--- src/logic/cpu_config.svh ---
`ifndef CPU_CONFIG_SVH
`define CPU_CONFIG_SVH

// data path and address width in bits.
`define XLEN 32

// word address width of the data RAM, 1024 words.
`define DMEM_AW 10

// one quotient bit per divider step.
`define DIV_STEPS 32

`endif
--- src/logic/cpu_pkg.sv ---
`include "cpu_config.svh"

package cpu_pkg;

    typedef enum logic [3:0] {
        alu_add,
        alu_sub,
        alu_slt,
        alu_sltu,
        alu_and,
        alu_or,
        alu_nor,
        alu_xor,
        alu_sll,
        alu_srl,
        alu_sra,
        alu_lui
    } alu_op_t;

    typedef enum logic [2:0] {
        md_none,
        md_mul,
        md_mulh,
        md_mulhu,
        md_div,
        md_mod,
        md_divu,
        md_modu
    } md_op_t;

    typedef enum logic [3:0] {
        mem_none,
        mem_ld_b,
        mem_ld_h,
        mem_ld_w,
        mem_ld_bu,
        mem_ld_hu,
        mem_st_b,
        mem_st_h,
        mem_st_w
    } mem_op_t;

    typedef struct packed {
        alu_op_t          alu_op;
        md_op_t           md_op;
        mem_op_t          mem_op;
        logic             src1_is_pc;
        logic             src2_is_imm;
        logic             gr_we;
        logic [4:0]       dest;
        logic [`XLEN-1:0] imm;
        logic [`XLEN-1:0] rj_value;
        logic [`XLEN-1:0] rkd_value;
        logic [`XLEN-1:0] pc;
    } ds_to_es_t;

    typedef struct packed {
        mem_op_t          mem_op;
        logic             gr_we;
        logic [4:0]       dest;
        logic [1:0]       byte_off;    // low address bits for load alignment.
        logic [`XLEN-1:0] result;
        logic [`XLEN-1:0] pc;
    } es_to_ms_t;

    typedef struct packed {
        logic             gr_we;
        logic [4:0]       dest;
        logic [`XLEN-1:0] result;
        logic [`XLEN-1:0] pc;
    } ms_to_ws_t;

    typedef struct packed {
        logic             valid;
        logic             blocked;     // value not known yet, decode must stall.
        logic [4:0]       dest;
        logic [`XLEN-1:0] value;
    } fwd_t;

endpackage

--- src/logic/exe_stage.sv ---
`timescale 1ns/1ps
`include "cpu_config.svh"

module exe_stage
    import cpu_pkg::*;
(
    input  logic               clk,
    input  logic               reset,
    input  logic               ds_to_es_valid,
    input  ds_to_es_t          ds_to_es_bus,
    output logic               es_allowin,
    input  logic               ms_allowin,
    output logic               es_to_ms_valid,
    output es_to_ms_t          es_to_ms_bus,
    output fwd_t               es_fwd,
    output logic               ram_en,
    output logic [3:0]         ram_wen,
    output logic [`DMEM_AW-1:0] ram_addr,
    output logic [`XLEN-1:0]   ram_wdata
);

    ds_to_es_t            es_bus_r;
    logic                 es_valid;
    logic                 es_ready_go;
    logic [`XLEN-1:0]     alu_src1;
    logic [`XLEN-1:0]     alu_src2;
    logic [`XLEN-1:0]     alu_result;
    logic [2*`XLEN-1:0]   prod_s;
    logic [2*`XLEN-1:0]   prod_u;
    logic                 is_div;
    logic                 div_signed;
    logic                 div_start;
    logic                 div_started;
    logic                 div_have;
    logic                 div_busy;
    logic                 div_done;
    logic [`XLEN-1:0]     div_quotient;
    logic [`XLEN-1:0]     div_remainder;
    logic [`XLEN-1:0]     quo_r;
    logic [`XLEN-1:0]     rem_r;
    logic [`XLEN-1:0]     div_quo;
    logic [`XLEN-1:0]     div_rem;
    logic                 is_load;
    logic                 is_store;
    logic [1:0]           byte_off;
    logic [`XLEN-1:0]     st_data;
    logic [3:0]           st_strb;
    logic [`XLEN-1:0]     es_result;

    assign is_div     = es_bus_r.md_op inside {md_div, md_mod, md_divu, md_modu};
    assign div_signed = es_bus_r.md_op inside {md_div, md_mod};
    assign is_load    = es_bus_r.mem_op inside {mem_ld_b, mem_ld_h, mem_ld_w, mem_ld_bu, mem_ld_hu};
    assign is_store   = es_bus_r.mem_op inside {mem_st_b, mem_st_h, mem_st_w};

    assign es_ready_go    = !is_div || div_done || div_have;
    assign es_allowin     = !es_valid || (es_ready_go && ms_allowin);
    assign es_to_ms_valid = es_valid && es_ready_go;

    always_ff @(posedge clk)
    begin
        if (reset)
        begin
            es_valid    <= 1'b0;
            div_started <= 1'b0;
            div_have    <= 1'b0;
        end
        else if (es_allowin)
        begin
            es_valid    <= ds_to_es_valid;
            div_started <= 1'b0;
            div_have    <= 1'b0;
        end
        else
        begin
            if (div_start)
            begin
                div_started <= 1'b1;
            end
            if (div_done)
            begin
                div_have <= 1'b1;
            end
        end
    end

    always_ff @(posedge clk)
    begin
        if (ds_to_es_valid && es_allowin)
        begin
            es_bus_r <= ds_to_es_bus;
        end
        if (div_done)
        begin
            quo_r <= div_quotient;
            rem_r <= div_remainder;
        end
    end

    assign alu_src1 = es_bus_r.src1_is_pc ? es_bus_r.pc : es_bus_r.rj_value;
    assign alu_src2 = es_bus_r.src2_is_imm ? es_bus_r.imm : es_bus_r.rkd_value;

    alu u_alu (
        .alu_op     (es_bus_r.alu_op),
        .alu_src1   (alu_src1),
        .alu_src2   (alu_src2),
        .alu_result (alu_result)
    );

    assign prod_s = $signed(alu_src1) * $signed(alu_src2);
    assign prod_u = alu_src1 * alu_src2;

    assign div_start = es_valid && is_div && !div_started && !div_busy;

    divider u_divider (
        .clk       (clk),
        .reset     (reset),
        .start     (div_start),
        .is_signed (div_signed),
        .dividend  (alu_src1),
        .divisor   (alu_src2),
        .busy      (div_busy),
        .done      (div_done),
        .quotient  (div_quotient),
        .remainder (div_remainder)
    );

    // in the done cycle the result comes straight from the divider.
    assign div_quo = div_have ? quo_r : div_quotient;
    assign div_rem = div_have ? rem_r : div_remainder;

    always_comb
    begin
        case (es_bus_r.md_op)
            md_mul:          es_result = prod_s[`XLEN-1:0];
            md_mulh:         es_result = prod_s[2*`XLEN-1:`XLEN];
            md_mulhu:        es_result = prod_u[2*`XLEN-1:`XLEN];
            md_div, md_divu: es_result = div_quo;
            md_mod, md_modu: es_result = div_rem;
            default:         es_result = alu_result;
        endcase
    end

    assign byte_off = alu_result[1:0];

    always_comb
    begin
        st_data = es_bus_r.rkd_value;
        st_strb = 4'b1111;
        case (es_bus_r.mem_op)
            mem_st_b:
            begin
                st_data = {4{es_bus_r.rkd_value[7:0]}};
                st_strb = 4'b0001 << byte_off;
            end
            mem_st_h:
            begin
                st_data = {2{es_bus_r.rkd_value[15:0]}};
                st_strb = 4'b0011 << byte_off;
            end
            default:
            begin
            end
        endcase
    end

    // the RAM is touched only on the move into mem_stage, so a store writes once.
    assign ram_en    = es_valid && es_ready_go && ms_allowin && (is_load || is_store);
    assign ram_wen   = (ram_en && is_store) ? st_strb : 4'b0000;
    assign ram_addr  = alu_result[`DMEM_AW+1:2];
    assign ram_wdata = st_data;

    assign es_to_ms_bus = '{
        mem_op:   es_bus_r.mem_op,
        gr_we:    es_bus_r.gr_we,
        dest:     es_bus_r.dest,
        byte_off: byte_off,
        result:   es_result,
        pc:       es_bus_r.pc
    };

    assign es_fwd = '{
        valid:   es_valid && es_bus_r.gr_we,
        blocked: es_valid && is_load,
        dest:    es_bus_r.dest,
        value:   es_result
    };

    // a stalled item must hold, including a divide result kept after the done pulse.
    assert property (@(posedge clk) disable iff (reset)
        es_to_ms_valid && !ms_allowin |=> es_to_ms_valid && $stable(es_to_ms_bus))
        else $error("es_to_ms_bus changed under back-pressure.");

endmodule

--- src/logic/divider.sv ---
`timescale 1ns/1ps
`include "cpu_config.svh"

module divider (
    input  logic             clk,
    input  logic             reset,
    input  logic             start,
    input  logic             is_signed,
    input  logic [`XLEN-1:0] dividend,
    input  logic [`XLEN-1:0] divisor,
    output logic             busy,
    output logic             done,
    output logic [`XLEN-1:0] quotient,
    output logic [`XLEN-1:0] remainder
);

    localparam int CNT_W = $clog2(`DIV_STEPS + 1);

    logic [CNT_W-1:0] step_cnt;
    logic [`XLEN-1:0] dend_mag;
    logic [`XLEN-1:0] dsor_mag;
    logic [`XLEN-1:0] quo_r;
    logic [`XLEN-1:0] rem_r;
    logic [`XLEN-1:0] dsor_r;
    logic             neg_quo;
    logic             neg_rem;
    logic [`XLEN:0]   shifted;
    logic [`XLEN:0]   diff;

    assign dend_mag = (is_signed && dividend[`XLEN-1]) ? -dividend : dividend;
    assign dsor_mag = (is_signed && divisor[`XLEN-1]) ? -divisor : divisor;

    // partial remainder with the next dividend bit shifted in.
    assign shifted = {rem_r, quo_r[`XLEN-1]};
    assign diff    = shifted - {1'b0, dsor_r};    // top bit set means the trial failed.

    always_ff @(posedge clk)
    begin
        if (reset)
        begin
            busy     <= 1'b0;
            done     <= 1'b0;
            step_cnt <= '0;
        end
        else
        begin
            done <= 1'b0;
            if (start)
            begin
                busy     <= 1'b1;
                step_cnt <= '0;
            end
            else if (busy)
            begin
                step_cnt <= step_cnt + 1'b1;
                if (step_cnt == CNT_W'(`DIV_STEPS - 1))
                begin
                    busy <= 1'b0;
                    done <= 1'b1;
                end
            end
        end
    end

    always_ff @(posedge clk)
    begin
        if (start)
        begin
            quo_r   <= dend_mag;
            rem_r   <= '0;
            dsor_r  <= dsor_mag;
            // a zero divisor keeps the all-ones quotient unsigned.
            neg_quo <= is_signed && (dividend[`XLEN-1] ^ divisor[`XLEN-1]) && (|divisor);
            neg_rem <= is_signed && dividend[`XLEN-1];
        end
        else if (busy)
        begin
            quo_r <= {quo_r[`XLEN-2:0], ~diff[`XLEN]};
            rem_r <= diff[`XLEN] ? shifted[`XLEN-1:0] : diff[`XLEN-1:0];
        end
    end

    assign quotient  = neg_quo ? -quo_r : quo_r;
    assign remainder = neg_rem ? -rem_r : rem_r;

    // the execute stage may only launch a new divide once the last one has finished.
    assert property (@(posedge clk) disable iff (reset) start |-> !busy)
        else $error("divider start while busy.");

endmodule

--- src/logic/alu.sv ---
`timescale 1ns/1ps
`include "cpu_config.svh"

module alu
    import cpu_pkg::*;
(
    input  alu_op_t          alu_op,
    input  logic [`XLEN-1:0] alu_src1,
    input  logic [`XLEN-1:0] alu_src2,
    output logic [`XLEN-1:0] alu_result
);

    localparam int SHAMT_W = $clog2(`XLEN);

    logic [SHAMT_W-1:0] shamt;
    logic               lt_signed;
    logic               lt_unsigned;

    assign shamt       = alu_src2[SHAMT_W-1:0];
    assign lt_signed   = $signed(alu_src1) < $signed(alu_src2);
    assign lt_unsigned = alu_src1 < alu_src2;

    always_comb
    begin
        case (alu_op)
            alu_add:  alu_result = alu_src1 + alu_src2;
            alu_sub:  alu_result = alu_src1 - alu_src2;
            alu_slt:  alu_result = {{(`XLEN-1){1'b0}}, lt_signed};
            alu_sltu: alu_result = {{(`XLEN-1){1'b0}}, lt_unsigned};
            alu_and:  alu_result = alu_src1 & alu_src2;
            alu_or:   alu_result = alu_src1 | alu_src2;
            alu_nor:  alu_result = ~(alu_src1 | alu_src2);
            alu_xor:  alu_result = alu_src1 ^ alu_src2;
            alu_sll:  alu_result = alu_src1 << shamt;
            alu_srl:  alu_result = alu_src1 >> shamt;
            alu_sra:  alu_result = $unsigned($signed(alu_src1) >>> shamt);
            alu_lui:  alu_result = alu_src2;    // decode already placed the upper immediate.
            default:  alu_result = '0;
        endcase
    end

endmodule

--- config.mk ---
export PLATFORM = sky130hd
export DESIGN_NAME = exe_stage
export DESIGN_NICKNAME = d
export VERILOG_FILES = /design/src/logic/cpu_pkg.sv /design/src/logic/exe_stage.sv /design/src/logic/divider.sv /design/src/logic/alu.sv
export VERILOG_INCLUDE_DIRS = /design/src /design/src/logic
export SDC_FILE = /design/constraint.sdc
export NUM_CORES = 2
export LEC_CHECK = 0
export ABC_AREA = 0
export BUFFER_PORTS_ARGS = -buffer_cell sky130_fd_sc_hd__buf_2
export CAP_MARGIN = 20
export CORE_ASPECT_RATIO = 0.6
export CORE_MARGIN = 2
export CORE_UTILIZATION = 40
export CTS_BUF_LIST = sky130_fd_sc_hd__clkbuf_4 sky130_fd_sc_hd__clkbuf_8 sky130_fd_sc_hd__clkbuf_16
export DETAILED_ROUTE_END_ITERATION = 6
export PLACE_DENSITY = 0.53
export SETUP_SLACK_MARGIN = 0.05
export SLEW_MARGIN = 20
export SYNTH_ARGS = -nofsm -noshare
export SYNTH_HDL_FRONTEND = slang
export SYNTH_SLANG_ARGS = --single-unit
export TNS_END_PERCENT = 5
--- constraint.sdc ---
create_clock -name clk -period 14.15 [get_ports clk]
set_clock_uncertainty 0.15 [all_clocks]
set_input_delay 2.83 -clock clk [delete_from_list [all_inputs] [get_ports clk]]
set_output_delay 2.83 -clock clk [all_outputs]
set_load 0.01 [all_outputs]
==> run summary <==
CTS tree: built
Worst path slowest cell: a31oi_1
Tot GR Track Use: 0.3791
CTS buffer count: 37
Most frequent cells in the layout: inv_1, fa_1, nand2_1
Mapped Nets: 10570
GP Congestion: 1.068
CTS clk-pin slew, worst paths: 0.06 ns
Die Area: 194600 sq um
Total wire length: 369.0 mm
First-pass GRT wire length: 513.8 mm
Post-Syn Instances: 8429
Cell variety after synth: 104
Clk buf depth: 3
Crit path capture type: output port
Post-synth EDFFs: 277
Share of cells above drive strength 1: 0.1031
Hold Fails Final Rpt: 0
Skew-Pair Late Insertion Delay: 0.68 ns
Syn Area/Cell: 9.062 sq um
Largest net degree at the start of global routing: 76
Port Buffers: 314
Mapped Area: 76380 sq um
Root buffer cell: clkbuf_16
Vias/cell: 5.940
Initial drt markers: 8640
Top-level port count: 315
Async S/R FF share, synth: 0
Status: finished clean
Die width: 568.2 um
Hpwl dp: 299.0 mm
Final Cycle Share: 0.9889
Most common cell after layout, fill and taps aside: inv_1
Drt drc: 0
Final ANT Viol Nets: 0
Final setup TNS: 0 ns
Area grow syn2layout: 9.071%
Starting density of the core: 0.4019
Vias in the first global route: 65110
# rows: 124
Initial DRT Pass Iterations: 7
Final Non-Filler Cells: 11120
Post-CTS Hold Buffers: 0
Most frequent CP cell: fa_1
Final min period: 13.99 ns
Final setup violation count: 0
Htree depth: 2
Tightest Pin Transition: 1.283 ns
Rel. slew slack: 0.1366
Worst Path Arrival: 11.01 ns
Dpl ws: 0.3185 ns
Final Max Slew Viols: 0
Routed wire per std cell: 33.18 um
FILL cells: 18700
Sequential area share after synthesis: 0.1202
Dpl cells: 11020
Max Cap Viol: 0
Crit Path Category: reg2out
Highest Clock Rate: 0.07147 GHz
Core area: 190100 sq um
Grt ovf: 0
CP max FO: 15
Clock Sink Count: 320
Worst min path class: reg2reg
Die Height: 342.5 um
Initial antenna violation count: 34
CP peak stage delay: 0.74 ns
Primary FF master, synth: edfxtp_1
Smallest setup slack after layout: 0.1575 ns
WP data required: 11.17 ns
DR vias: 66050
Syn. warnings: 0
Final-stage net count: 10700
Number of synthesized register bits: 320
CP startpoint kind: register
RSZ-0062 raised after global routing: true
## layer usage
| metal | track usage | vias up | routed length, um |
|---|---|---|---|
| li1 | - | 26950 | - |
| met1 | 0.5441 | 33570 | 156600 |
| met2 | 0.4702 | 4825 | 132800 |
| met3 | 0.1961 | 681 | 62920 |
| met4 | 0.1375 | 34 | 15800 |
| met5 | 0.02881 | - | 889 |
## worst max-delay path: cells and delay by family (launching register included)
kind / cells / cell delay, ns
AOI/OAI and AO/OA: 7 / 2.53
xor gates and xnor gates: 1 / 0.19
adders and majority gates: 9 / 4.29
buffers and inverters: 9 / 1.42
DFF: 1 / 0.54
muxes: 1 / 0.54
and+or+nand+nor: 4 / 0.82
## cell usage after synthesis (22+ instances only)
library cell     n  area share
nand4_1         39      0.0032
o21a_1          25      0.0025
xnor2_1        197       0.023
a21o_1          89      0.0087
ha_1           520       0.085
o221ai_1        35      0.0040
clkbuf_1       299       0.015
a22o_1          30      0.0034
o21ai_0        254       0.017
o211ai_1        55      0.0054
mux2_2          51      0.0075
fa_1          1474        0.39
and3_1          28      0.0023
nor2_1         833       0.041
buf_4           89      0.0087
inv_1         1694       0.083
mux2i_1        224       0.029
edfxtp_1       277        0.11
dfxtp_1         43       0.011
nor3_1          80      0.0052
nor4_1          24      0.0020
o22ai_1         57      0.0047
a31oi_1         48      0.0039
nand2_1        850       0.042
buf_1           87      0.0043
nand2b_1        42      0.0034
a22oi_1         25      0.0025
a211oi_1        40      0.0039
nor2b_1         33      0.0027
o21bai_1        22      0.0022
nand3_1         74      0.0048
a21oi_1        303       0.020
and2_1          26      0.0021
xor2_1          48      0.0055
o31ai_1         47      0.0046
a221oi_1        33      0.0038
## flip-flops by register name, summed over array words and instances (netlist names), 5 cells and up
name                cells
es_bus_r              105
es_to_ms_bus           37
quo_r                  32
rem_r                  32
u_divider.dsor_r       32
u_divider.quo_r        32
u_divider.rem_r        32
u_divider.step_cnt      6
es_fwd                  5
## per-stage QoR
step	util	hold slack, ns	cell area, sq um
after floorplan	-	0.3187	76380
after global placement	0.4297	0.3387	81660
after detailed placement	0.4297	0.3329	81670
after CTS	0.4365	0.3470	82960
after global routing	0.4382	0.3705	83280
final	0.4384	0.3460	83310
## cells by family (layout without fill, tap and decap cells)
logic type,Yosys count,count (layout),synth area share
DFF,320,320,0.1202
xor gates and xnor gates,245,245,0.02809
buffers and inverters,2218,2375,0.1146
muxes,290,290,0.04061
other,0,14,0
and+or+nand+nor,2135,2135,0.1194
adders and majority gates,1994,1994,0.4715
AOI/OAI and AO/OA,1227,1227,0.1057
## what timing repair did
action                                  in CTS  in global routing
resized for setup                            6                 34
buffers inserted                             3                 14
endpoints found under the setup margin      26                 40
## area by class of cell
| cell class | count | area, sq um | area share |
|---|---|---|---|
| Antenna cell | 14 | 35.03 | 0.0004205 |
| Clock buffer | 46 | 993.5 | 0.01192 |
| Clock inverter | 20 | 242.7 | 0.002913 |
| Inverter | 1720 | 6496 | 0.07797 |
| Multi-Input combinational cell | 5891 | 59290 | 0.7116 |
| Sequential cell | 320 | 9183 | 0.1102 |
| Tap cell | 2520 | 3153 | 0.03785 |
| Timing Repair Buffer | 589 | 3924 | 0.04710 |
## worst paths after layout
| kind | startpoint | slack (ns) | cells after the start | end |
|---|---|---|---|---|
| setup reg to reg | es_bus_r[134] | 7.81 | 14 | u_divider.dsor_r[27] |
| hold / removal | div_started | 0.35 | 2 | div_started |
| setup / recovery | es_bus_r[134] | 0.16 | 31 | es_to_ms_bus[36] |
| hold reg to reg | div_started | 0.35 | 2 | div_started |
Power is not shown: default switching activity piles up to over one toggle a cycle in this logic, so the estimate is an artifact.
