$ cat src/logic/cpu_config.svh
`ifndef CPU_CONFIG_SVH
`define CPU_CONFIG_SVH

// data path and address width in bits.
`define XLEN 32

// word address width of the data RAM, 1024 words.
`define DMEM_AW 10

// one quotient bit per divider step.
`define DIV_STEPS 32

`endif
$ cat src/logic/cpu_pkg.sv
`include "cpu_config.svh"

package cpu_pkg;

    typedef enum logic [3:0] {
        alu_add,
        alu_sub,
        alu_slt,
        alu_sltu,
        alu_and,
        alu_or,
        alu_nor,
        alu_xor,
        alu_sll,
        alu_srl,
        alu_sra,
        alu_lui
    } alu_op_t;

    typedef enum logic [2:0] {
        md_none,
        md_mul,
        md_mulh,
        md_mulhu,
        md_div,
        md_mod,
        md_divu,
        md_modu
    } md_op_t;

    typedef enum logic [3:0] {
        mem_none,
        mem_ld_b,
        mem_ld_h,
        mem_ld_w,
        mem_ld_bu,
        mem_ld_hu,
        mem_st_b,
        mem_st_h,
        mem_st_w
    } mem_op_t;

    typedef struct packed {
        alu_op_t          alu_op;
        md_op_t           md_op;
        mem_op_t          mem_op;
        logic             src1_is_pc;
        logic             src2_is_imm;
        logic             gr_we;
        logic [4:0]       dest;
        logic [`XLEN-1:0] imm;
        logic [`XLEN-1:0] rj_value;
        logic [`XLEN-1:0] rkd_value;
        logic [`XLEN-1:0] pc;
    } ds_to_es_t;

    typedef struct packed {
        mem_op_t          mem_op;
        logic             gr_we;
        logic [4:0]       dest;
        logic [1:0]       byte_off;    // low address bits for load alignment.
        logic [`XLEN-1:0] result;
        logic [`XLEN-1:0] pc;
    } es_to_ms_t;

    typedef struct packed {
        logic             gr_we;
        logic [4:0]       dest;
        logic [`XLEN-1:0] result;
        logic [`XLEN-1:0] pc;
    } ms_to_ws_t;

    typedef struct packed {
        logic             valid;
        logic             blocked;     // value not known yet, decode must stall.
        logic [4:0]       dest;
        logic [`XLEN-1:0] value;
    } fwd_t;

endpackage

$ cat src/logic/mem_stage.sv
`timescale 1ns/1ps
`include "cpu_config.svh"

module mem_stage
    import cpu_pkg::*;
(
    input  logic             clk,
    input  logic             reset,
    input  logic             es_to_ms_valid,
    input  es_to_ms_t        es_to_ms_bus,
    output logic             ms_allowin,
    input  logic [`XLEN-1:0] ram_rdata,
    input  logic             ws_allowin,
    output logic             ms_to_ws_valid,
    output ms_to_ws_t        ms_to_ws_bus,
    output fwd_t             ms_fwd
);

    es_to_ms_t        ms_bus_r;
    logic             ms_valid;
    logic [`XLEN-1:0] ld_shifted;
    logic [`XLEN-1:0] ms_result;

    assign ms_allowin     = !ms_valid || ws_allowin;
    assign ms_to_ws_valid = ms_valid;

    always_ff @(posedge clk)
    begin
        if (reset)
        begin
            ms_valid <= 1'b0;
        end
        else if (ms_allowin)
        begin
            ms_valid <= es_to_ms_valid;
        end
    end

    always_ff @(posedge clk)
    begin
        if (es_to_ms_valid && ms_allowin)
        begin
            ms_bus_r <= es_to_ms_bus;
        end
    end

    assign ld_shifted = ram_rdata >> {ms_bus_r.byte_off, 3'b000};

    always_comb
    begin
        case (ms_bus_r.mem_op)
            mem_ld_b:  ms_result = {{(`XLEN-8){ld_shifted[7]}}, ld_shifted[7:0]};
            mem_ld_bu: ms_result = {{(`XLEN-8){1'b0}}, ld_shifted[7:0]};
            mem_ld_h:  ms_result = {{(`XLEN-16){ld_shifted[15]}}, ld_shifted[15:0]};
            mem_ld_hu: ms_result = {{(`XLEN-16){1'b0}}, ld_shifted[15:0]};
            mem_ld_w:  ms_result = ram_rdata;
            default:   ms_result = ms_bus_r.result;    // stores and non-memory ops pass through.
        endcase
    end

    assign ms_to_ws_bus = '{
        gr_we:  ms_bus_r.gr_we,
        dest:   ms_bus_r.dest,
        result: ms_result,
        pc:     ms_bus_r.pc
    };

    assign ms_fwd = '{
        valid:   ms_valid && ms_bus_r.gr_we,
        blocked: 1'b0,
        dest:    ms_bus_r.dest,
        value:   ms_result
    };

    // load data must hold while stalled, which relies on exe_stage keeping ram_en low.
    assert property (@(posedge clk) disable iff (reset)
        ms_to_ws_valid && !ws_allowin |=> $stable(ms_to_ws_bus))
        else $error("ms_to_ws_bus changed under back-pressure.");

endmodule

$ cat config.mk
export PLATFORM = sky130hd
export DESIGN_NAME = mem_stage
export DESIGN_NICKNAME = d
export VERILOG_FILES = /design/src/logic/cpu_pkg.sv /design/src/logic/mem_stage.sv
export VERILOG_INCLUDE_DIRS = /design/src /design/src/logic
export SDC_FILE = /design/constraint.sdc
export NUM_CORES = 1
export LEC_CHECK = 0
export BUFFER_PORTS_ARGS = -buffer_cell sky130_fd_sc_hd__buf_4
export CAP_MARGIN = 20
export CORE_MARGIN = 1.5
export CORE_UTILIZATION = 45
export CTS_CLUSTER_DIAMETER = 120
export DETAILED_ROUTE_END_ITERATION = 12
export PLACE_DENSITY = 0.81
export SLEW_MARGIN = 40
export SYNTH_ARGS = -nofsm -noshare
export SYNTH_HDL_FRONTEND = slang
export SYNTH_SLANG_ARGS = --single-unit
export TNS_END_PERCENT = 20
$ cat constraint.sdc
create_clock -name clk -period 3.13 [get_ports clk]
set_clock_uncertainty 0.2 [all_clocks]
set_input_delay 0.1565 -clock clk [delete_from_list [all_inputs] [get_ports clk]]
set_output_delay 0.1565 -clock clk [all_outputs]
set_load 0.05 [all_outputs]
==> impl_metrics.py, run 1 <==
metrics = {
    "floorplan": {
        "num_rows": 34,
        "dieArea_um2": 9487,
        "core_region_area_um2": 8678,
        "io_pins": 223,
        "die_y_um": 97.40,
        "die_w_um": 97.40,
        "initial_core_util_pct": 46.21,
    },
    "detailed_routing": {
        "via_per_inst": 5.363,
        "vias": 3550,
        "wire_per_inst_um": 20.40,
        "wirelength_mm": 13.50,
        "antenna_left": 0,
        "drtPass1Iterations": 5,
        "route.detailed.drc": 0,
        "drtIter0Drc": 265,
    },
    "worst_setup_path": {
        "path_cells": "mux4_2 -> and4b_4 -> a41oi_4 -> a22oi_1 -> buf_4",
        "crit_start": "ms_bus_r[65]",
        "cp-start-kind": "flip-flop",
        "cp-end-kind": "output pin",
        "required_ns": 2.77,
        "r2r-start": "ms_to_ws_valid",
        "cp_slowest_cell": "mux4_2",
        "crit_arrival_ns": 2.57,
        "cp_max_fo": 16,
        "slowest_delay_ns": 0.57,
        "worst-setup-path-type": "reg -> out",
    },
    "finish": {
        "layout_common_cells": "buf_4, dlygate4sd3_1, edfxtp_1",
        "syn2layout_area_growth_pct": 55.01,
        "final-seq-area_um2": 2302,
        "antenna_cells": 0,
        "nNetsFinal": 661,
        "final_util_pct": 71.63,
        "drive_gt1_share_pct": 45.67,
        "final_cells": 662,
        "final_common_cell": "buf_4",
        "n_fill_cell": 564,
        "multiInputGateArea_um2": 1049,
    },
    "timing": {
        "fin_crit_sh_pct": 93.63,
        "rsz0062_at_grt": "no",
        "clock.fmax_ghz": 0.3412,
        "hold_viol": 0,
        "layout_min_cycle_time_ns": 2.931,
        "maxSlewViolCount": 0,
        "slew_headroom_pct": 50.72,
        "tightest_slew_ns": 0.7348,
        "setup_viol_count_final": 0,
    },
    "hold_path": {
        "hp-start": "es_to_ms_valid",
        "min_path_type": "in -> reg",
    },
    "logic_synthesis": {
        "synth_top_area_cell": "edfxtp_1",
        "synthesis.nets": 439,
        "ys.flop_type": "edfxtp_1",
        "syn_inst": 327,
        "ys_seq_elements": 77,
        "synth.distinct_cells": 33,
        "syn-mean-instance-area_um2": 12.26,
        "synthArstFlopShare_pct": 0,
        "yosysWarnings": 0,
        "synth_top_area_share_pct": 56.91,
        "synth_edf_count": 76,
        "synth-seq-area-share_pct": 57.41,
        "synthTopCellsByArea": "edfxtp_1, buf_4, a22oi_1",
        "syn_area_um2": 4010,
    },
    "global_routing": {
        "overflow": 0,
        "antenna_found_initial": 0,
        "grt.total_usage_pct": 28.24,
        "grt_pass1_vias": 3738,
        "grt_start_max_net_pins": 47,
        "grt_pass1_wl_mm": 20.42,
    },
    "clocking": {
        "path_clk_slew_ns": 0.09,
        "clockRootBuffer": "clkbuf_8",
        "htree_levels": 3,
        "insertion_delay_ns": 0.35,
        "post_cts_buffers": 0,
        "clock_path_buffers": 2,
        "cts_tree": "done",
        "cts_sinks": 77,
        "cts_made_buffers": 9,
    },
    "flow_run": {
        "drv_cap": 0,
    },
    "placement": {
        "place_hpwl_mm": 8.435,
        "io_buffer_count": 221,
        "placed_cells": 568,
        "gp_congestion": 0.8537,
    },
    "pwr": {
        "powerDensity_nw_per_um2": 509.7,
        "power.leakage_nw": 2.646,
        "peakVddDrop_uv": 466.4,
        "power_mw": 3.168,
    },
    "outcome": {
        "status": "finished clean",
    },
}
kinds of logic after synthesis:
| group | Yosys count | share of synthesized area (%) |
|---|---|---|
| buffers and inverters | 97 | 16.82 |
| AOI/OAI and AO/OA | 105 | 17.69 |
| other | 1 | 0.09351 |
| and+or+nand+nor | 38 | 5.429 |
| DFF | 77 | 57.41 |
| muxes | 9 | 2.559 |
critical path: cells and delay by family, from the launching register on:
kind	cells	cell delay [ns]
compound gates	2	0.74
flops	1	0.45
buf+inv	1	0.26
simple gates	1	0.22
mux	1	0.57
cell type report:
cell class	count	area share, %
Clock buffer	10	2.053
Clock inverter	6	1.510
Inverter	3	0.1812
Multi-Input combinational cell	153	16.87
Sequential cell	77	37.04
Tap cell	108	2.174
Timing Repair Buffer	305	40.18
Yosys cell counts (2+ instances only):
| library cell | count |
|---|---|
| buf_4 | 77 |
| edfxtp_1 | 76 |
| a21oi_1 | 35 |
| a22oi_1 | 32 |
| and2_1 | 11 |
| nor2_1 | 11 |
| clkbuf_1 | 10 |
| o21ai_0 | 9 |
| mux2i_1 | 8 |
| nor2b_1 | 8 |
| o31ai_1 | 8 |
| a211oi_1 | 7 |
| o2bb2ai_1 | 7 |
| buf_2 | 5 |
| inv_1 | 3 |
| buf_6 | 2 |
| nand2b_1 | 2 |
metrics by stage:
stage                     TNS [ns]  cell area (µm²)  hold WS [ns]  setup WS [ns]
final                            0             6216        0.2076         0.1994
after global routing             0             6216        0.2028        0.05229
after CTS                        0             6213        0.2002         0.2398
after detailed placement         0             5211        0.1156         0.6138
after global placement           0             5186        0.1152         0.6796
after floorplan            -0.9042             4011       0.02557        -0.1275
where the power goes:
part | switching, mW | internal, mW
Sequential | 0.0304 | 1.20
Clock | 0.399 | 0.459
Combinational | 0.702 | 0.373
Total | 1.13 | 2.04
state kept, by name, summed over array words and instances (netlist names):
| register | cells |
|---|---|
| ms_bus_r | 38 |
| ms_fwd | 5 |
| ms_to_ws_bus | 33 |
| ms_to_ws_valid | 1 |
routing by layer:
metal  part of all wire (%)  GRT usage, %  up-vias
li1                       -             -     1590
met1                     35         31.17     1716
met2                     53         50.64      218
met3                    9.5         9.856       26
met4                    2.5         9.121        0
met5                      0             0        -
worst paths after layout:
| kind | endpoint | slack [ns] | depth (start not counted) |
|---|---|---|---|
| setup reg to reg | ms_bus_r[65] | 1.34 | 3 |
| hold reg to reg | ms_fwd[34] | 0.84 | 2 |
| setup / recovery | ms_fwd[31] | 0.20 | 5 |
| hold / removal | ms_fwd[34] | 0.21 | 2 |
repair_timing:
action	CTS	global route
gates resized for setup	0	1
endpoints found under the hold margin	77	0
hold buffers	78	0
setup endpoints to repair	0	2
No activity file was read; power rests on OpenSTA's default activity.
==> inputs of run 2 (changes only) <==
--- a/config.mk
+++ b/config.mk
@@ -9,10 +9,10 @@
 export BUFFER_PORTS_ARGS = -buffer_cell sky130_fd_sc_hd__buf_4
 export CAP_MARGIN = 20
 export CORE_MARGIN = 1.5
-export CORE_UTILIZATION = 45
+export CORE_UTILIZATION = 48
 export CTS_CLUSTER_DIAMETER = 120
 export DETAILED_ROUTE_END_ITERATION = 12
-export PLACE_DENSITY = 0.81
+export PLACE_DENSITY = 0.86
 export SLEW_MARGIN = 40
 export SYNTH_ARGS = -nofsm -noshare
 export SYNTH_HDL_FRONTEND = slang
==> constraint.sdc (replaced) <==
create_clock -name clk -period 3.75 [get_ports clk]
set_clock_uncertainty 0.2 [all_clocks]
set_input_delay 0.1875 -clock clk [delete_from_list [all_inputs] [get_ports clk]]
set_output_delay 0.1875 -clock clk [all_outputs]
set_load 0.05 [all_outputs]
==> impl_metrics.py, run 2 (synthesized netlist as in run 1, its figures left out) <==
metrics = {
    "placement": {
        "io_buffer_count": 221,
        "place_hpwl_mm": 8.492,
        "gp_congestion": 0.8135,
    },
    "timing": {
        "maxSlewViolCount": 0,
        "tightest_slew_ns": 0.8276,
        "fin_crit_sh_pct": 88.71,
        "layout_min_cycle_time_ns": 3.327,
        "rsz0062_at_grt": "no",
        "slew_headroom_pct": 44.82,
        "clock.fmax_ghz": 0.3006,
        "fin_setup_tns_ns": 0,
        "setup_viol_count_final": 0,
        "hold_viol": 0,
    },
    "worst_setup_path": {
        "path_cells": "mux4_2 -> and4b_4 -> a41oi_4 -> a22oi_1 -> buf_4",
        "cp-end-kind": "output pin",
        "crit_arrival_ns": 2.94,
        "worst-setup-path-type": "reg -> out",
        "cp_slowest_cell": "edfxtp_1",
        "cp-start-kind": "flip-flop",
        "required_ns": 3.36,
        "slowest_delay_ns": 0.71,
        "cp_max_fo": 16,
    },
    "clocking": {
        "htree_levels": 3,
        "insertion_delay_ns": 0.34,
        "cts_made_buffers": 9,
        "cts_tree": "done",
        "clockRootBuffer": "clkbuf_8",
        "path_clk_slew_ns": 0.08,
        "ctsResizeCount": 0,
        "cts_sinks": 77,
        "clock_path_buffers": 2,
    },
    "global_routing": {
        "grt_start_max_net_pins": 40,
        "grt.total_usage_pct": 31.32,
        "overflow": 0,
        "grt_pass1_vias": 3616,
        "antenna_found_initial": 0,
        "grt_pass1_wl_mm": 20.22,
    },
    "floorplan": {
        "initial_core_util_pct": 49.30,
        "die_w_um": 94.40,
        "dieArea_um2": 8911,
        "core_region_area_um2": 8134,
        "die_y_um": 94.40,
        "io_pins": 223,
        "num_rows": 33,
    },
    "flow_run": {
        "drv_cap": 0,
    },
    "detailed_routing": {
        "route.detailed.drc": 0,
        "drtIter0Drc": 223,
        "wire_per_inst_um": 21.18,
        "vias": 3607,
        "via_per_inst": 5.473,
        "antenna_left": 0,
        "drtPass1Iterations": 5,
        "wirelength_mm": 13.96,
    },
    "hold_path": {
        "min_path_type": "in -> reg",
    },
    "pwr": {
        "peakVddDrop_uv": 356.5,
        "power_mw": 2.653,
        "powerDensity_nw_per_um2": 427.5,
        "power.leakage_nw": 2.644,
    },
    "finish": {
        "largest_register": "ms_bus_r",
        "drive_gt1_share_pct": 45.31,
        "layout_common_cells": "buf_4, dlygate4sd3_1, edfxtp_1",
        "nNetsFinal": 661,
        "largest_register_ff_count": 38,
        "final_common_cell": "buf_4",
        "n_fill_cell": 460,
        "syn2layout_area_growth_pct": 54.73,
        "antenna_cells": 0,
    },
    "outcome": {
        "status": "finished clean",
    },
}
run 2: cell count changes in the layout (fill, tap and decap cells not counted):
cell,delta
clkinv_4,+1
o31ai_1,+1
nor2b_2,-1
o31ai_2,-1
nor2b_1,+1
inv_6,-1
run 2: layout make-up:
class                   instances  area [µm²]  area share (%)
repair buffers                305        2497           40.25
flip-flops and latches         77        2302           37.10
multi-input cells             153        1041           16.78
well taps                     105       131.4           2.117
clock buffers                  10       127.6           2.057
clock inverters                 6       93.84           1.512
inverters                       3       11.26          0.1815
run 2: stage by stage:
stage / cell area [µm²] / util, % / hold WS (ns) / std cells / worst slack (ns)
floorplan: 4010 / - / 0.05657 / 327 / 0.2735
global placement: 5182 / 63.71 / 0.1603 / 564 / 0.9839
detailed placement: 5202 / 63.96 / 0.1659 / 565 / 0.8714
CTS: 6205 / 76.28 / 0.2697 / 659 / 0.5093
global route: 6205 / 76.28 / 0.2897 / 659 / 0.3357
finish: 6205 / 76.28 / 0.2891 / 659 / 0.4234
run 2: worst max-delay path: cells and delay by family, from the launching register on:
kind / cells / cell delay (ns)
AO/OA/AOI/OAI: 2 / 0.80
AND/OR/NAND/NOR: 1 / 0.21
flip-flops: 1 / 0.71
multiplexers: 1 / 0.62
buffers and inverters: 1 / 0.27
run 2: metal layers:
metal | wire [µm] | GRT usage [%] | up-vias
met5 | 0 | 0 | -
met4 | 553 | 13.31 | 0
met3 | 1158 | 9.420 | 45
met2 | 7260 | 54.68 | 221
met1 | 4982 | 35.56 | 1750
li1 | - | - | 1591
run 2: power breakdown:
part,switching (mW),internal (mW)
Sequential,0.0308,1.01
Clock,0.338,0.382
Combinational,0.585,0.312
run 2: path summary, 6_finish.rpt:
check / startpoint / endpoint / slack, ns / cells after the start
worst max-delay path: ms_bus_r[65] / ms_fwd[27] / 0.42 / 5
worst min-delay path: es_to_ms_valid / ms_to_ws_bus[69] / 0.29 / 2
worst max register to register: ms_to_ws_valid / ms_bus_r[39] / 1.82 / 3
worst min register to register: ms_to_ws_valid / ms_to_ws_bus[69] / 1.01 / 2
run 2: what timing repair did:
item,in CTS,in global routing
hold buffers,78,0
hold endpoints to repair,77,0
setup buffers,0,0
==> inputs of run 3 (changes only) <==
--- a/config.mk
+++ b/config.mk
@@ -6,13 +6,13 @@
 export SDC_FILE = /design/constraint.sdc
 export NUM_CORES = 1
 export LEC_CHECK = 0
-export BUFFER_PORTS_ARGS = -buffer_cell sky130_fd_sc_hd__buf_4
 export CAP_MARGIN = 20
-export CORE_MARGIN = 1.5
-export CORE_UTILIZATION = 48
+export CORE_AREA = 2 2 85 87
 export CTS_CLUSTER_DIAMETER = 120
 export DETAILED_ROUTE_END_ITERATION = 12
-export PLACE_DENSITY = 0.86
+export DIE_AREA = 0 0 87 89
+export DONT_BUFFER_PORTS = 1
+export PLACE_DENSITY = 0.75
 export SLEW_MARGIN = 40
 export SYNTH_ARGS = -nofsm -noshare
 export SYNTH_HDL_FRONTEND = slang
==> impl_metrics.py, run 3 (synthesized netlist as in run 1, its figures left out) <==
metrics = {
    "placement": {
        "detailedPlace.worstSlack_ns": 0.7021,
        "place_hpwl_mm": 6.603,
        "place_area_um2": 3970,
        "gp_congestion": 0.8299,
        "io_buffer_count": 0,
        "placed_cells": 351,
    },
    "worst_setup_path": {
        "r2r-start": "ms_to_ws_valid",
        "ff2ff_setup_slack_ns": 1.30,
        "rr_worst_depth": 3,
        "cp-start-kind": "flip-flop",
        "r2r_end": "ms_bus_r[34]",
        "cp_max_fo": 16,
        "required_ns": 3.36,
        "crit_arrival_ns": 3.06,
        "cp-end-kind": "output pin",
        "worst-setup-path-type": "reg -> out",
    },
    "pwr": {
        "power.leakage_nw": 1.791,
        "peakVddDrop_uv": 334.7,
        "powerDensity_nw_per_um2": 503.5,
        "power_mw": 2.527,
    },
    "global_routing": {
        "overflow": 0,
        "grt_pass1_vias": 2740,
        "grt_start_max_net_pins": 45,
        "antenna_found_initial": 0,
        "grt_pass1_wl_mm": 14.51,
        "grt.total_usage_pct": 25.69,
    },
    "detailed_routing": {
        "wirelength_mm": 10.13,
        "drtIter0Drc": 188,
        "drtPass1Iterations": 4,
        "antenna_left": 0,
        "wire_per_inst_um": 22.71,
        "route.detailed.drc": 0,
        "vias": 2697,
        "via_per_inst": 6.047,
    },
    "finish": {
        "layout_common_cells": "dlygate4sd3_1, edfxtp_1, buf_4",
        "largest_register_ff_count": 38,
        "final_common_cell": "dlygate4sd3_1",
        "fin_area_um2": 5020,
        "multiInputGateArea_um2": 1259,
        "largest_register": "ms_bus_r",
        "syn2layout_area_growth_pct": 25.18,
        "final_cells": 446,
        "n_fill_cell": 441,
        "final_util_pct": 74.71,
        "nNetsFinal": 473,
        "drive_gt1_share_pct": 25.96,
        "final-seq-area_um2": 2302,
        "antenna_cells": 0,
    },
    "timing": {
        "layout_min_cycle_time_ns": 3.444,
        "slew_headroom_pct": 39.56,
        "clock.fmax_ghz": 0.2904,
        "fin_crit_sh_pct": 91.84,
        "tightest_slew_ns": 0.9086,
        "setup_viol_count_final": 0,
        "fin_ws_ns": 0.3060,
        "maxSlewViolCount": 0,
        "rsz0062_at_grt": "no",
        "fin_setup_tns_ns": 0,
        "hold_viol": 0,
        "whs_ns": 0.1095,
    },
    "hold_path": {
        "hold_depth": 1,
        "holdPathEnd": "ms_to_ws_bus[3]",
        "hp-start": "es_to_ms_valid",
        "min_path_type": "in -> reg",
    },
    "floorplan": {
        "num_rows": 30,
        "dieArea_um2": 7743,
        "core_region_area_um2": 6719,
        "die_y_um": 89,
        "initial_core_util_pct": 59.68,
        "die_w_um": 87,
        "io_pins": 223,
    },
    "clocking": {
        "cts_tree": "done",
        "cts_made_buffers": 9,
        "insertion_delay_ns": 0.35,
        "clock_path_buffers": 2,
        "ctsHoldBuffers": 78,
        "clockRootBuffer": "clkbuf_8",
        "cts_sinks": 77,
        "htree_levels": 3,
        "ctsResizeCount": 0,
        "post_cts_buffers": 0,
        "path_clk_slew_ns": 0.09,
    },
    "flow_run": {
        "drv_cap": 0,
    },
    "outcome": {
        "status": "finished clean",
    },
}
-- run 3: changes by cell type in the layout (fill, tap and decap cells not counted) --
cell | before | now
a21oi_1 | 35 | 34
a21oi_2 | 1 | 2
a22oi_1 | 32 | 16
a22oi_2 | 0 | 16
buf_4 | 226 | 37
bufinv_16 | 2 | 3
clkbuf_16 | 0 | 1
clkinvlp_4 | 1 | 0
o21ai_0 | 9 | 1
o21ai_2 | 1 | 8
o21ai_4 | 0 | 1
o31ai_1 | 8 | 1
o31ai_4 | 0 | 7
-- run 3: layer usage --
metal / GRT usage (%) / part of all wire, % / vias up
met2: 43.79 / 53 / 168
met4: 8.807 / 1.3 / 0
li1: - / - / 1216
met3: 10.25 / 11 / 10
met1: 29.69 / 35 / 1303
met5: 0 / 0 / -
-- run 3: report_power, final --
group	switching, mW	leakage [nW]	internal, mW
sequential	0.121	0.744	1.01
combinational	0.445	0.926	0.180
clock	0.325	0.121	0.449
-- run 3: worst max-delay path by stage --
stage                              start          endpoint  slack [ns]  depth (start not counted)
after detailed placement    ms_bus_r[65]  ms_to_ws_bus[52]        0.70                          6
after global routing        ms_bus_r[65]  ms_to_ws_bus[59]        0.11                          6
final                       ms_bus_r[65]  ms_to_ws_bus[52]        0.31                          6
after global placement      ms_bus_r[65]  ms_to_ws_bus[52]        0.85                          6
after floorplan           ms_to_ws_valid      ms_bus_r[32]        0.27                          2
after CTS                   ms_bus_r[65]  ms_to_ws_bus[52]        0.30                          6
-- run 3: area by class of cell --
type                            instances  area share, %
Clock buffer                           10          2.542
Inverter                                3         0.2243
Timing Repair Buffer                  117          21.98
Sequential cell                        77          45.86
Multi-Input combinational cell        153          25.07
Tap cell                               80          1.994
Clock inverter                          6          2.318
-- run 3: critical path: stages, from the launching register on --
cell	delay, ns
edfxtp_1	0.57
buf_4	0.28
nor2b_1	0.43
o2bb2ai_1	0.32
a41oi_4	0.45
a22oi_2	0.32
buf_4	0.33
